<file path="config.mk">
export PLATFORM = sky130hd
export DESIGN_NAME = cache_aq_sys
export DESIGN_NICKNAME = d
export VERILOG_FILES = /design/src/cache_aq_pkg.sv /design/src/cache_aq_sys.sv /design/src/aq_arbiter.sv /design/src/aq_enq_port.sv /design/src/aq_fifo.sv
export SDC_FILE = /design/constraint.sdc
export NUM_CORES = 2
export LEC_CHECK = 0
export ABC_CLOCK_PERIOD_IN_PS = 14600
export BUFFER_PORTS_ARGS = -buffer_cell sky130_fd_sc_hd__buf_2
export CAP_MARGIN = 20
export CORE_UTILIZATION = 45
export DETAILED_ROUTE_END_ITERATION = 10
export PLACE_DENSITY_LB_ADDON = 0.3
export SLEW_MARGIN = 20
export SYNTH_ARGS = -nofsm -noshare
export SYNTH_HDL_FRONTEND = slang
export SYNTH_SLANG_ARGS = --single-unit
</file>
<file path="constraint.sdc">
create_clock -name clk -period 14.6 [get_ports clk]
set_input_delay 0.73 -clock clk [delete_from_list [all_inputs] [get_ports clk]]
set_output_delay 0.73 -clock clk [all_outputs]
set_load 0.02 [all_outputs]
</file>
<file path="src/cache_aq_pkg.sv">
`default_nettype none

package cache_aq_pkg;

    // physical address and request fields
    localparam int unsigned AQ_ADDR_W = 15;
    localparam int unsigned AQ_SIZE_W = 2;
    localparam int unsigned AQ_ID_W   = 7;

    // one cache line, byte mask covers every byte
    localparam int unsigned AQ_LINE_BYTES = 16;
    localparam int unsigned AQ_DATA_W     = AQ_LINE_BYTES * 8;

    // queue geometry
    localparam int unsigned AQ_DEPTH = 8;
    localparam int unsigned AQ_PTR_W = $clog2(AQ_DEPTH);
    localparam int unsigned AQ_CNT_W = $clog2(AQ_DEPTH + 1);

    localparam logic [AQ_PTR_W-1:0] AQ_PTR_LAST = AQ_PTR_W'(AQ_DEPTH - 1);
    localparam logic [AQ_CNT_W-1:0] AQ_FULL_CNT = AQ_CNT_W'(AQ_DEPTH);

    // source of the entry sitting in the output register
    typedef enum logic [1:0] {
        SRC_RD  = 2'd0,
        SRC_SW  = 2'd1,
        SRC_WB  = 2'd2,
        SRC_BUS = 2'd3
    } aq_src_e;

    // rd/sw queue entry, 25 bits
    typedef struct packed {
        logic [AQ_ADDR_W-1:0] addr;
        logic [AQ_SIZE_W-1:0] size;
        logic [AQ_ID_W-1:0]   id;
        logic                 pcd;
    } aq_req_t;

    // wb/bus entry and output shape, 169 bits
    typedef struct packed {
        aq_req_t                  req;
        logic [AQ_DATA_W-1:0]     data;
        logic [AQ_LINE_BYTES-1:0] mask;
    } aq_line_t;

endpackage

`default_nettype wire
</file>
<file path="src/cache_aq_sys.sv">
`timescale 1ns/100ps
`default_nettype none

module cache_aq_sys (
    input  wire logic                   clk,
    input  wire logic                   arst_n_i,
    input  wire logic                   rdsw_clr_i,
    input  wire logic                   wb_clr_i,

    input  wire logic                   rd_req_i,
    input  wire cache_aq_pkg::aq_req_t  rd_entry_i,
    output logic                        rd_ack_o,

    input  wire logic                   sw_req_i,
    input  wire cache_aq_pkg::aq_req_t  sw_entry_i,
    output logic                        sw_ack_o,

    input  wire logic                   wb_req_i,
    input  wire cache_aq_pkg::aq_line_t wb_entry_i,
    output logic                        wb_ack_o,

    input  wire logic                   bus_req_i,
    input  wire cache_aq_pkg::aq_line_t bus_entry_i,
    output logic                        bus_ack_o,

    output logic                        out_req_o,
    output cache_aq_pkg::aq_line_t      out_entry_o,
    output cache_aq_pkg::aq_src_e       out_src_o,
    input  wire logic                   out_ack_i,

    output logic                        aq_empty_o,
    output logic                        rd_full_o,
    output logic                        sw_full_o,
    output logic                        wb_full_o
);

    logic rd_push;
    logic sw_push;
    logic wb_push;

    cache_aq_pkg::aq_req_t  rd_push_entry;
    cache_aq_pkg::aq_req_t  sw_push_entry;
    cache_aq_pkg::aq_line_t wb_push_entry;

    cache_aq_pkg::aq_req_t  rd_head;
    cache_aq_pkg::aq_req_t  sw_head;
    cache_aq_pkg::aq_line_t wb_head;

    logic rd_empty;
    logic sw_empty;
    logic wb_empty;
    logic rd_pop;
    logic sw_pop;
    logic wb_pop;

    // load queue
    aq_enq_port #(.entry_t(cache_aq_pkg::aq_req_t)) u_rd_port (
        .clk      (clk),
        .arst_n_i (arst_n_i),
        .req_i    (rd_req_i),
        .entry_i  (rd_entry_i),
        .ack_o    (rd_ack_o),
        .full_i   (rd_full_o),
        .push_o   (rd_push),
        .entry_o  (rd_push_entry)
    );

    aq_fifo #(.entry_t(cache_aq_pkg::aq_req_t)) u_rd_q (
        .clk      (clk),
        .arst_n_i (arst_n_i),
        .clr_i    (rdsw_clr_i),
        .push_i   (rd_push),
        .entry_i  (rd_push_entry),
        .pop_i    (rd_pop),
        .head_o   (rd_head),
        .empty_o  (rd_empty),
        .full_o   (rd_full_o)
    );

    // software store queue, cleared together with rd
    aq_enq_port #(.entry_t(cache_aq_pkg::aq_req_t)) u_sw_port (
        .clk      (clk),
        .arst_n_i (arst_n_i),
        .req_i    (sw_req_i),
        .entry_i  (sw_entry_i),
        .ack_o    (sw_ack_o),
        .full_i   (sw_full_o),
        .push_o   (sw_push),
        .entry_o  (sw_push_entry)
    );

    aq_fifo #(.entry_t(cache_aq_pkg::aq_req_t)) u_sw_q (
        .clk      (clk),
        .arst_n_i (arst_n_i),
        .clr_i    (rdsw_clr_i),
        .push_i   (sw_push),
        .entry_i  (sw_push_entry),
        .pop_i    (sw_pop),
        .head_o   (sw_head),
        .empty_o  (sw_empty),
        .full_o   (sw_full_o)
    );

    // write-back queue carries full lines
    aq_enq_port #(.entry_t(cache_aq_pkg::aq_line_t)) u_wb_port (
        .clk      (clk),
        .arst_n_i (arst_n_i),
        .req_i    (wb_req_i),
        .entry_i  (wb_entry_i),
        .ack_o    (wb_ack_o),
        .full_i   (wb_full_o),
        .push_o   (wb_push),
        .entry_o  (wb_push_entry)
    );

    aq_fifo #(.entry_t(cache_aq_pkg::aq_line_t)) u_wb_q (
        .clk      (clk),
        .arst_n_i (arst_n_i),
        .clr_i    (wb_clr_i),
        .push_i   (wb_push),
        .entry_i  (wb_push_entry),
        .pop_i    (wb_pop),
        .head_o   (wb_head),
        .empty_o  (wb_empty),
        .full_o   (wb_full_o)
    );

    aq_arbiter u_arb (
        .clk         (clk),
        .arst_n_i    (arst_n_i),
        .rd_head_i   (rd_head),
        .sw_head_i   (sw_head),
        .wb_head_i   (wb_head),
        .rd_empty_i  (rd_empty),
        .sw_empty_i  (sw_empty),
        .wb_empty_i  (wb_empty),
        .rd_pop_o    (rd_pop),
        .sw_pop_o    (sw_pop),
        .wb_pop_o    (wb_pop),
        .bus_req_i   (bus_req_i),
        .bus_entry_i (bus_entry_i),
        .bus_ack_o   (bus_ack_o),
        .out_req_o   (out_req_o),
        .out_entry_o (out_entry_o),
        .out_src_o   (out_src_o),
        .out_ack_i   (out_ack_i),
        .aq_empty_o  (aq_empty_o)
    );

endmodule

`default_nettype wire

</file>
<file path="src/aq_arbiter.sv">
`timescale 1ns/100ps
`default_nettype none

module aq_arbiter (
    input  wire logic                   clk,
    input  wire logic                   arst_n_i,
    input  wire cache_aq_pkg::aq_req_t  rd_head_i,
    input  wire cache_aq_pkg::aq_req_t  sw_head_i,
    input  wire cache_aq_pkg::aq_line_t wb_head_i,
    input  wire logic                   rd_empty_i,
    input  wire logic                   sw_empty_i,
    input  wire logic                   wb_empty_i,
    output logic                        rd_pop_o,
    output logic                        sw_pop_o,
    output logic                        wb_pop_o,
    input  wire logic                   bus_req_i,
    input  wire cache_aq_pkg::aq_line_t bus_entry_i,
    output logic                        bus_ack_o,
    output logic                        out_req_o,
    output cache_aq_pkg::aq_line_t      out_entry_o,
    output cache_aq_pkg::aq_src_e       out_src_o,
    input  wire logic                   out_ack_i,
    output logic                        aq_empty_o
);

    typedef enum logic [1:0] {
        ST_IDLE,
        ST_OFFER,
        ST_WAIT_LOW
    } arb_state_e;

    arb_state_e state_q;

    logic bus_ack_q;
    logic bus_avail;
    logic pick_valid;

    cache_aq_pkg::aq_src_e  pick_src;
    cache_aq_pkg::aq_line_t pick_entry;

    // bus is only a candidate once per handshake
    assign bus_avail = bus_req_i && !bus_ack_q;

    // bus > wb > rd > sw
    always_comb begin
        pick_src   = cache_aq_pkg::SRC_SW;
        pick_entry = '{req: sw_head_i, data: '0, mask: '0};
        if (bus_avail) begin
            pick_src   = cache_aq_pkg::SRC_BUS;
            pick_entry = bus_entry_i;
        end else if (!wb_empty_i) begin
            pick_src   = cache_aq_pkg::SRC_WB;
            pick_entry = wb_head_i;
        end else if (!rd_empty_i) begin
            pick_src   = cache_aq_pkg::SRC_RD;
            pick_entry = '{req: rd_head_i, data: '0, mask: '0};
        end
    end

    assign pick_valid = (state_q == ST_IDLE) && !out_ack_i &&
                        (bus_avail || !wb_empty_i || !rd_empty_i || !sw_empty_i);

    assign rd_pop_o = pick_valid && (pick_src == cache_aq_pkg::SRC_RD);
    assign sw_pop_o = pick_valid && (pick_src == cache_aq_pkg::SRC_SW);
    assign wb_pop_o = pick_valid && (pick_src == cache_aq_pkg::SRC_WB);

    assign bus_ack_o  = bus_ack_q;
    assign out_req_o  = (state_q == ST_OFFER);
    assign aq_empty_o = rd_empty_i && sw_empty_i && wb_empty_i && !bus_req_i;

    always_ff @(posedge clk or negedge arst_n_i) begin
        if (!arst_n_i) begin
            state_q   <= ST_IDLE;
            bus_ack_q <= 1'b0;
        end else begin
            case (state_q)
                ST_IDLE:     if (pick_valid) state_q <= ST_OFFER;
                ST_OFFER:    if (out_ack_i) state_q <= ST_WAIT_LOW;
                ST_WAIT_LOW: if (!out_ack_i) state_q <= ST_IDLE;
                default:     state_q <= ST_IDLE;
            endcase
            if (pick_valid && (pick_src == cache_aq_pkg::SRC_BUS)) begin
                bus_ack_q <= 1'b1;
            end else if (bus_ack_q && !bus_req_i) begin
                bus_ack_q <= 1'b0;
            end
        end
    end

    // output register, held until the consumer acks
    always_ff @(posedge clk) begin
        if (pick_valid) begin
            out_entry_o <= pick_entry;
            out_src_o   <= pick_src;
        end
    end

endmodule

`default_nettype wire

</file>
<file path="src/aq_enq_port.sv">
`timescale 1ns/100ps
`default_nettype none

module aq_enq_port #(
    parameter type entry_t = cache_aq_pkg::aq_req_t
) (
    input  wire logic   clk,
    input  wire logic   arst_n_i,
    input  wire logic   req_i,
    input  wire entry_t entry_i,
    output logic        ack_o,
    input  wire logic   full_i,
    output logic        push_o,
    output entry_t      entry_o
);

    logic ack_q;

    // one push per handshake, held off while the queue is full
    assign push_o  = req_i && !ack_q && !full_i;
    assign entry_o = entry_i;
    assign ack_o   = ack_q;

    always_ff @(posedge clk or negedge arst_n_i) begin
        if (!arst_n_i) begin
            ack_q <= 1'b0;
        end else if (push_o) begin
            ack_q <= 1'b1;
        end else if (ack_q && !req_i) begin
            // producer released req, close the handshake
            ack_q <= 1'b0;
        end
    end

endmodule

`default_nettype wire

</file>
<file path="src/aq_fifo.sv">
`timescale 1ns/100ps
`default_nettype none

module aq_fifo #(
    parameter type entry_t = cache_aq_pkg::aq_req_t
) (
    input  wire logic   clk,
    input  wire logic   arst_n_i,
    input  wire logic   clr_i,
    input  wire logic   push_i,
    input  wire entry_t entry_i,
    input  wire logic   pop_i,
    output entry_t      head_o,
    output logic        empty_o,
    output logic        full_o
);

    entry_t mem_q [cache_aq_pkg::AQ_DEPTH];

    logic [cache_aq_pkg::AQ_PTR_W-1:0] wr_ptr_q;
    logic [cache_aq_pkg::AQ_PTR_W-1:0] rd_ptr_q;
    logic [cache_aq_pkg::AQ_CNT_W-1:0] count_q;

    logic do_push;
    logic do_pop;

    assign full_o  = (count_q == cache_aq_pkg::AQ_FULL_CNT);
    assign empty_o = (count_q == '0);
    assign head_o  = mem_q[rd_ptr_q];

    // overflow and underflow are dropped
    assign do_push = push_i && !full_o;
    assign do_pop  = pop_i && !empty_o;

    always_ff @(posedge clk or negedge arst_n_i) begin
        if (!arst_n_i) begin
            wr_ptr_q <= '0;
            rd_ptr_q <= '0;
            count_q  <= '0;
        end else if (clr_i) begin
            // clear wins over a push or pop in the same cycle
            wr_ptr_q <= '0;
            rd_ptr_q <= '0;
            count_q  <= '0;
        end else begin
            if (do_push) begin
                wr_ptr_q <= (wr_ptr_q == cache_aq_pkg::AQ_PTR_LAST) ? '0 : wr_ptr_q + 1'b1;
            end
            if (do_pop) begin
                rd_ptr_q <= (rd_ptr_q == cache_aq_pkg::AQ_PTR_LAST) ? '0 : rd_ptr_q + 1'b1;
            end
            case ({do_push, do_pop})
                2'b10:   count_q <= count_q + 1'b1;
                2'b01:   count_q <= count_q - 1'b1;
                default: count_q <= count_q;
            endcase
        end
    end

    // storage array
    always_ff @(posedge clk) begin
        if (do_push && !clr_i) begin
            mem_q[wr_ptr_q] <= entry_i;
        end
    end

endmodule

`default_nettype wire

</file>
==> out/metrics.cfg <==
[status]
outcome=complete, no violations

[logic_synthesis]
yosysTopAreaCell=edfxtp_1
synth_async_sr_flop_share=0.01838
syn_inst=3380
yosys_warnings=0
syn_avg_cell_area_um2=22.10
yosysUniqueCellTypes=64
netlist_area_mm2=0.07469
netlist_top_cells_area=edfxtp_1 (77%), mux4_2 (13%), mux2i_1 (3.0%), dfrtp_1 (1.2%), o21ai_0 (0.98%)
synth-seq-area-share=0.7852
synth_edf_count=1923
synth_fp_nets=3795
yosysMostFrequentCell=edfxtp_1
ys.flop_type=edfxtp_1
ys_ff_latch=1959
yosys-top-cells-count=edfxtp_1 (1,923), mux4_2 (438), mux2i_1 (226)
netlist.area_leader.share=0.7731

[die]
initial_core_util=0.4532
coreArea_mm2=0.1648
rows=149
die_x_um=409.4
die_area_mm2=0.1676
die_h_um=409.4
num_io_pins=577

[setup_path]
start_kind=register
critPathMostFrequentCell=buf_4
end_kind=register
crit_chain=buf_4, buf_4, buf_4, mux4_2, mux2i_1, o21ai_0
slowest_delay_ps=1030
reg2reg_depth=6
crit-reg2reg-launch=u_wb_q.rd_ptr_q[0]
worstPathArrival_ps=5130
critPathTopFamily=buffers and inverters
crit_fanout=47
crit_slowest_cell=dfrtp_4
crit_type=register to register
worstPathRequired_ps=15150
crit_cells=6
worst-path-buf-inv=3
startpoint=u_wb_q.rd_ptr_q[0]

[global_route]
grt_pass1_vias=36326
grt_pass1_wl_um=252500
grt_max_degree=141
grt_util_all_layers=0.2088
overflow=0
antenna_found_initial=96

[placement]
place_ws_ps=9779
io_buffers=576
globalplace.congestion=0.7624
dpl_cell_area_mm2=0.08029
placed_cells=6037
dpl.hpwl_um=100800

[clock_network]
cts_tree=done
cts-root-buf=clkbuf_16
numClockSinks=1959
cts_resized=0
clock_latency_ps=840
post_cts_buffers=0
clkSlewWorstSetupHoldPaths_ps=60
h-tree-depth=4
ctsHoldBuffers=0
clock_path_buffers=3
cts-buffers-inserted=196

[sta]
rsz0062_at_grt=no
fin_crit_ps=4585
setup_violations=0
clock_skew_ps=80.25
fmax_mhz=218.1
slew_headroom=0.2469
finalWorstSetupSlack_ps=10020
finalCritPeriodShare=0.3140
hold_viol_final=0
setup_tns_ps=0
tightest_slew_ps=1130
drv_slew=0

[routing]
num_vias=36016
wl_um=175700
routedWlPerCell_um=27.35
drtIter0Drc=3438
drc=0
vias_per_cell=5.606
final_antenna_net_count=0
drtPass1Iterations=5

[final_layout]
regArea_mm2=0.05867
fin_cells=6424
multi_input_area_mm2=0.01541
area_delta_synth_final_pct=15.96
drive_gt1_frac=0.3352
final_cell_area_mm2=0.08661
layout.nets=4463
fillers=12853

[pwr]
peakVddDrop_v=0.0001376
power_leakage_nw=27.58
powerDensity_mw_per_mm2=149.5
finalPower_mw=12.95

[flow_run]
cap_violations=0

[min_path]
min_path_type=primary input to async pin

==> layout make-up <==
class	count	share of cell area
flip-flops and latches	1959	0.6774
multi-input cells	1238	0.1779
clock buffers	254	0.05996
repair buffers	644	0.04041
well taps	2189	0.03162
clock inverters	99	0.01143
diodes	32	0.0009245
inverters	9	0.0003900
==> placed cells by master (no fill, tap or decap), types with 4 or more instances in the layout <==
master / synthesis / layout
nand2b_1: 11 / 11
edfxtp_1: 1923 / 1923
o21ai_0: 146 / 146
mux2i_1: 226 / 226
clkinv_16: 0 / 5
clkbuf_16: 0 / 197
buf_4: 2 / 58
dfrtp_1: 36 / 29
mux4_2: 438 / 438
buf_12: 0 / 6
nor3_2: 3 / 9
inv_1: 7 / 7
clkinv_2: 0 / 34
clkinv_1: 0 / 32
or3_1: 7 / 7
clkbuf_1: 110 / 52
nor2_4: 0 / 7
a31oi_1: 4 / 4
nor2_1: 68 / 49
a211o_1: 26 / 26
clkbuf_8: 0 / 5
o21a_1: 6 / 6
nand2_1: 176 / 176
o22ai_1: 25 / 25
buf_2: 46 / 576
bufinv_16: 0 / 11
nor2b_1: 6 / 5
dfrtp_4: 0 / 5
nor3_1: 13 / 7
nor2_2: 1 / 13
ha_1: 18 / 18
diode_2: 0 / 32
a21oi_1: 15 / 15
inv_16: 0 / 5
==> logic make-up (layout without fill, tap and decap cells) <==
group                      after synthesis  count (layout)  synth area share
buffers and inverters                  183            1006           0.01027
muxes                                  668             668            0.1630
adders and majority gates               18              18          0.003015
other                                    0              32                 0
AOI/OAI and AO/OA                      237             237           0.01861
and+or+nand+nor                        311             311           0.01927
xor gates and xnor gates                 4               4         0.0006701
DFF                                   1959            1959            0.7852
==> registers in the layout, indices dropped and copies added, names as in the netlist, 3 cells and up <==
signal and flops:
u_wb_q.mem_q 1352, u_rd_q.mem_q 200, u_sw_q.mem_q 200, u_arb.out_entry_o 169, u_rd_q.count_q 4, u_sw_q.count_q 4
u_wb_q.count_q 4, u_rd_q.rd_ptr_q 3, u_rd_q.wr_ptr_q 3, u_sw_q.rd_ptr_q 3, u_sw_q.wr_ptr_q 3, u_wb_q.rd_ptr_q 3
u_wb_q.wr_ptr_q 3
==> worst paths after layout <==
check / to / slack (ps)
max: u_arb.out_entry_o[42] / 10020
min: u_sw_q.rd_ptr_q[2] / 60
max reg2reg: u_arb.out_entry_o[42] / 10020
min reg2reg: u_sw_port.ack_o / 510
max in group asynchronous: u_wb_q.rd_ptr_q[0] / 13820
min in group clk: u_wb_q.mem_q[1][54] / 140
==> metal layers <==
layer | global-route usage | wire length (um)
met1 | 0.2778 | 69410
met2 | 0.3303 | 85140
met4 | 0.06382 | 4476
met5 | 0 | 580
met3 | 0.06474 | 16070
==> metrics by stage <==
stage / hold WS, ps / util
2_1_floorplan: 434.4 / -
3_3_place_gp: 492.0 / 0.4872
3_5_place_dp: 507.1 / 0.4872
4_1_cts: 20.00 / 0.5247
5_1_grt: 71.21 / 0.5252
6_report: 60.38 / 0.5256
==> where the power goes <==
part	switching [mW]	internal, mW	leakage (nW)
registers	0.113	6.47	17.9
logic	0.972	0.541	6.68
clock network	2.13	2.72	3.02
Note: power is estimated with default switching activity, not from simulation.
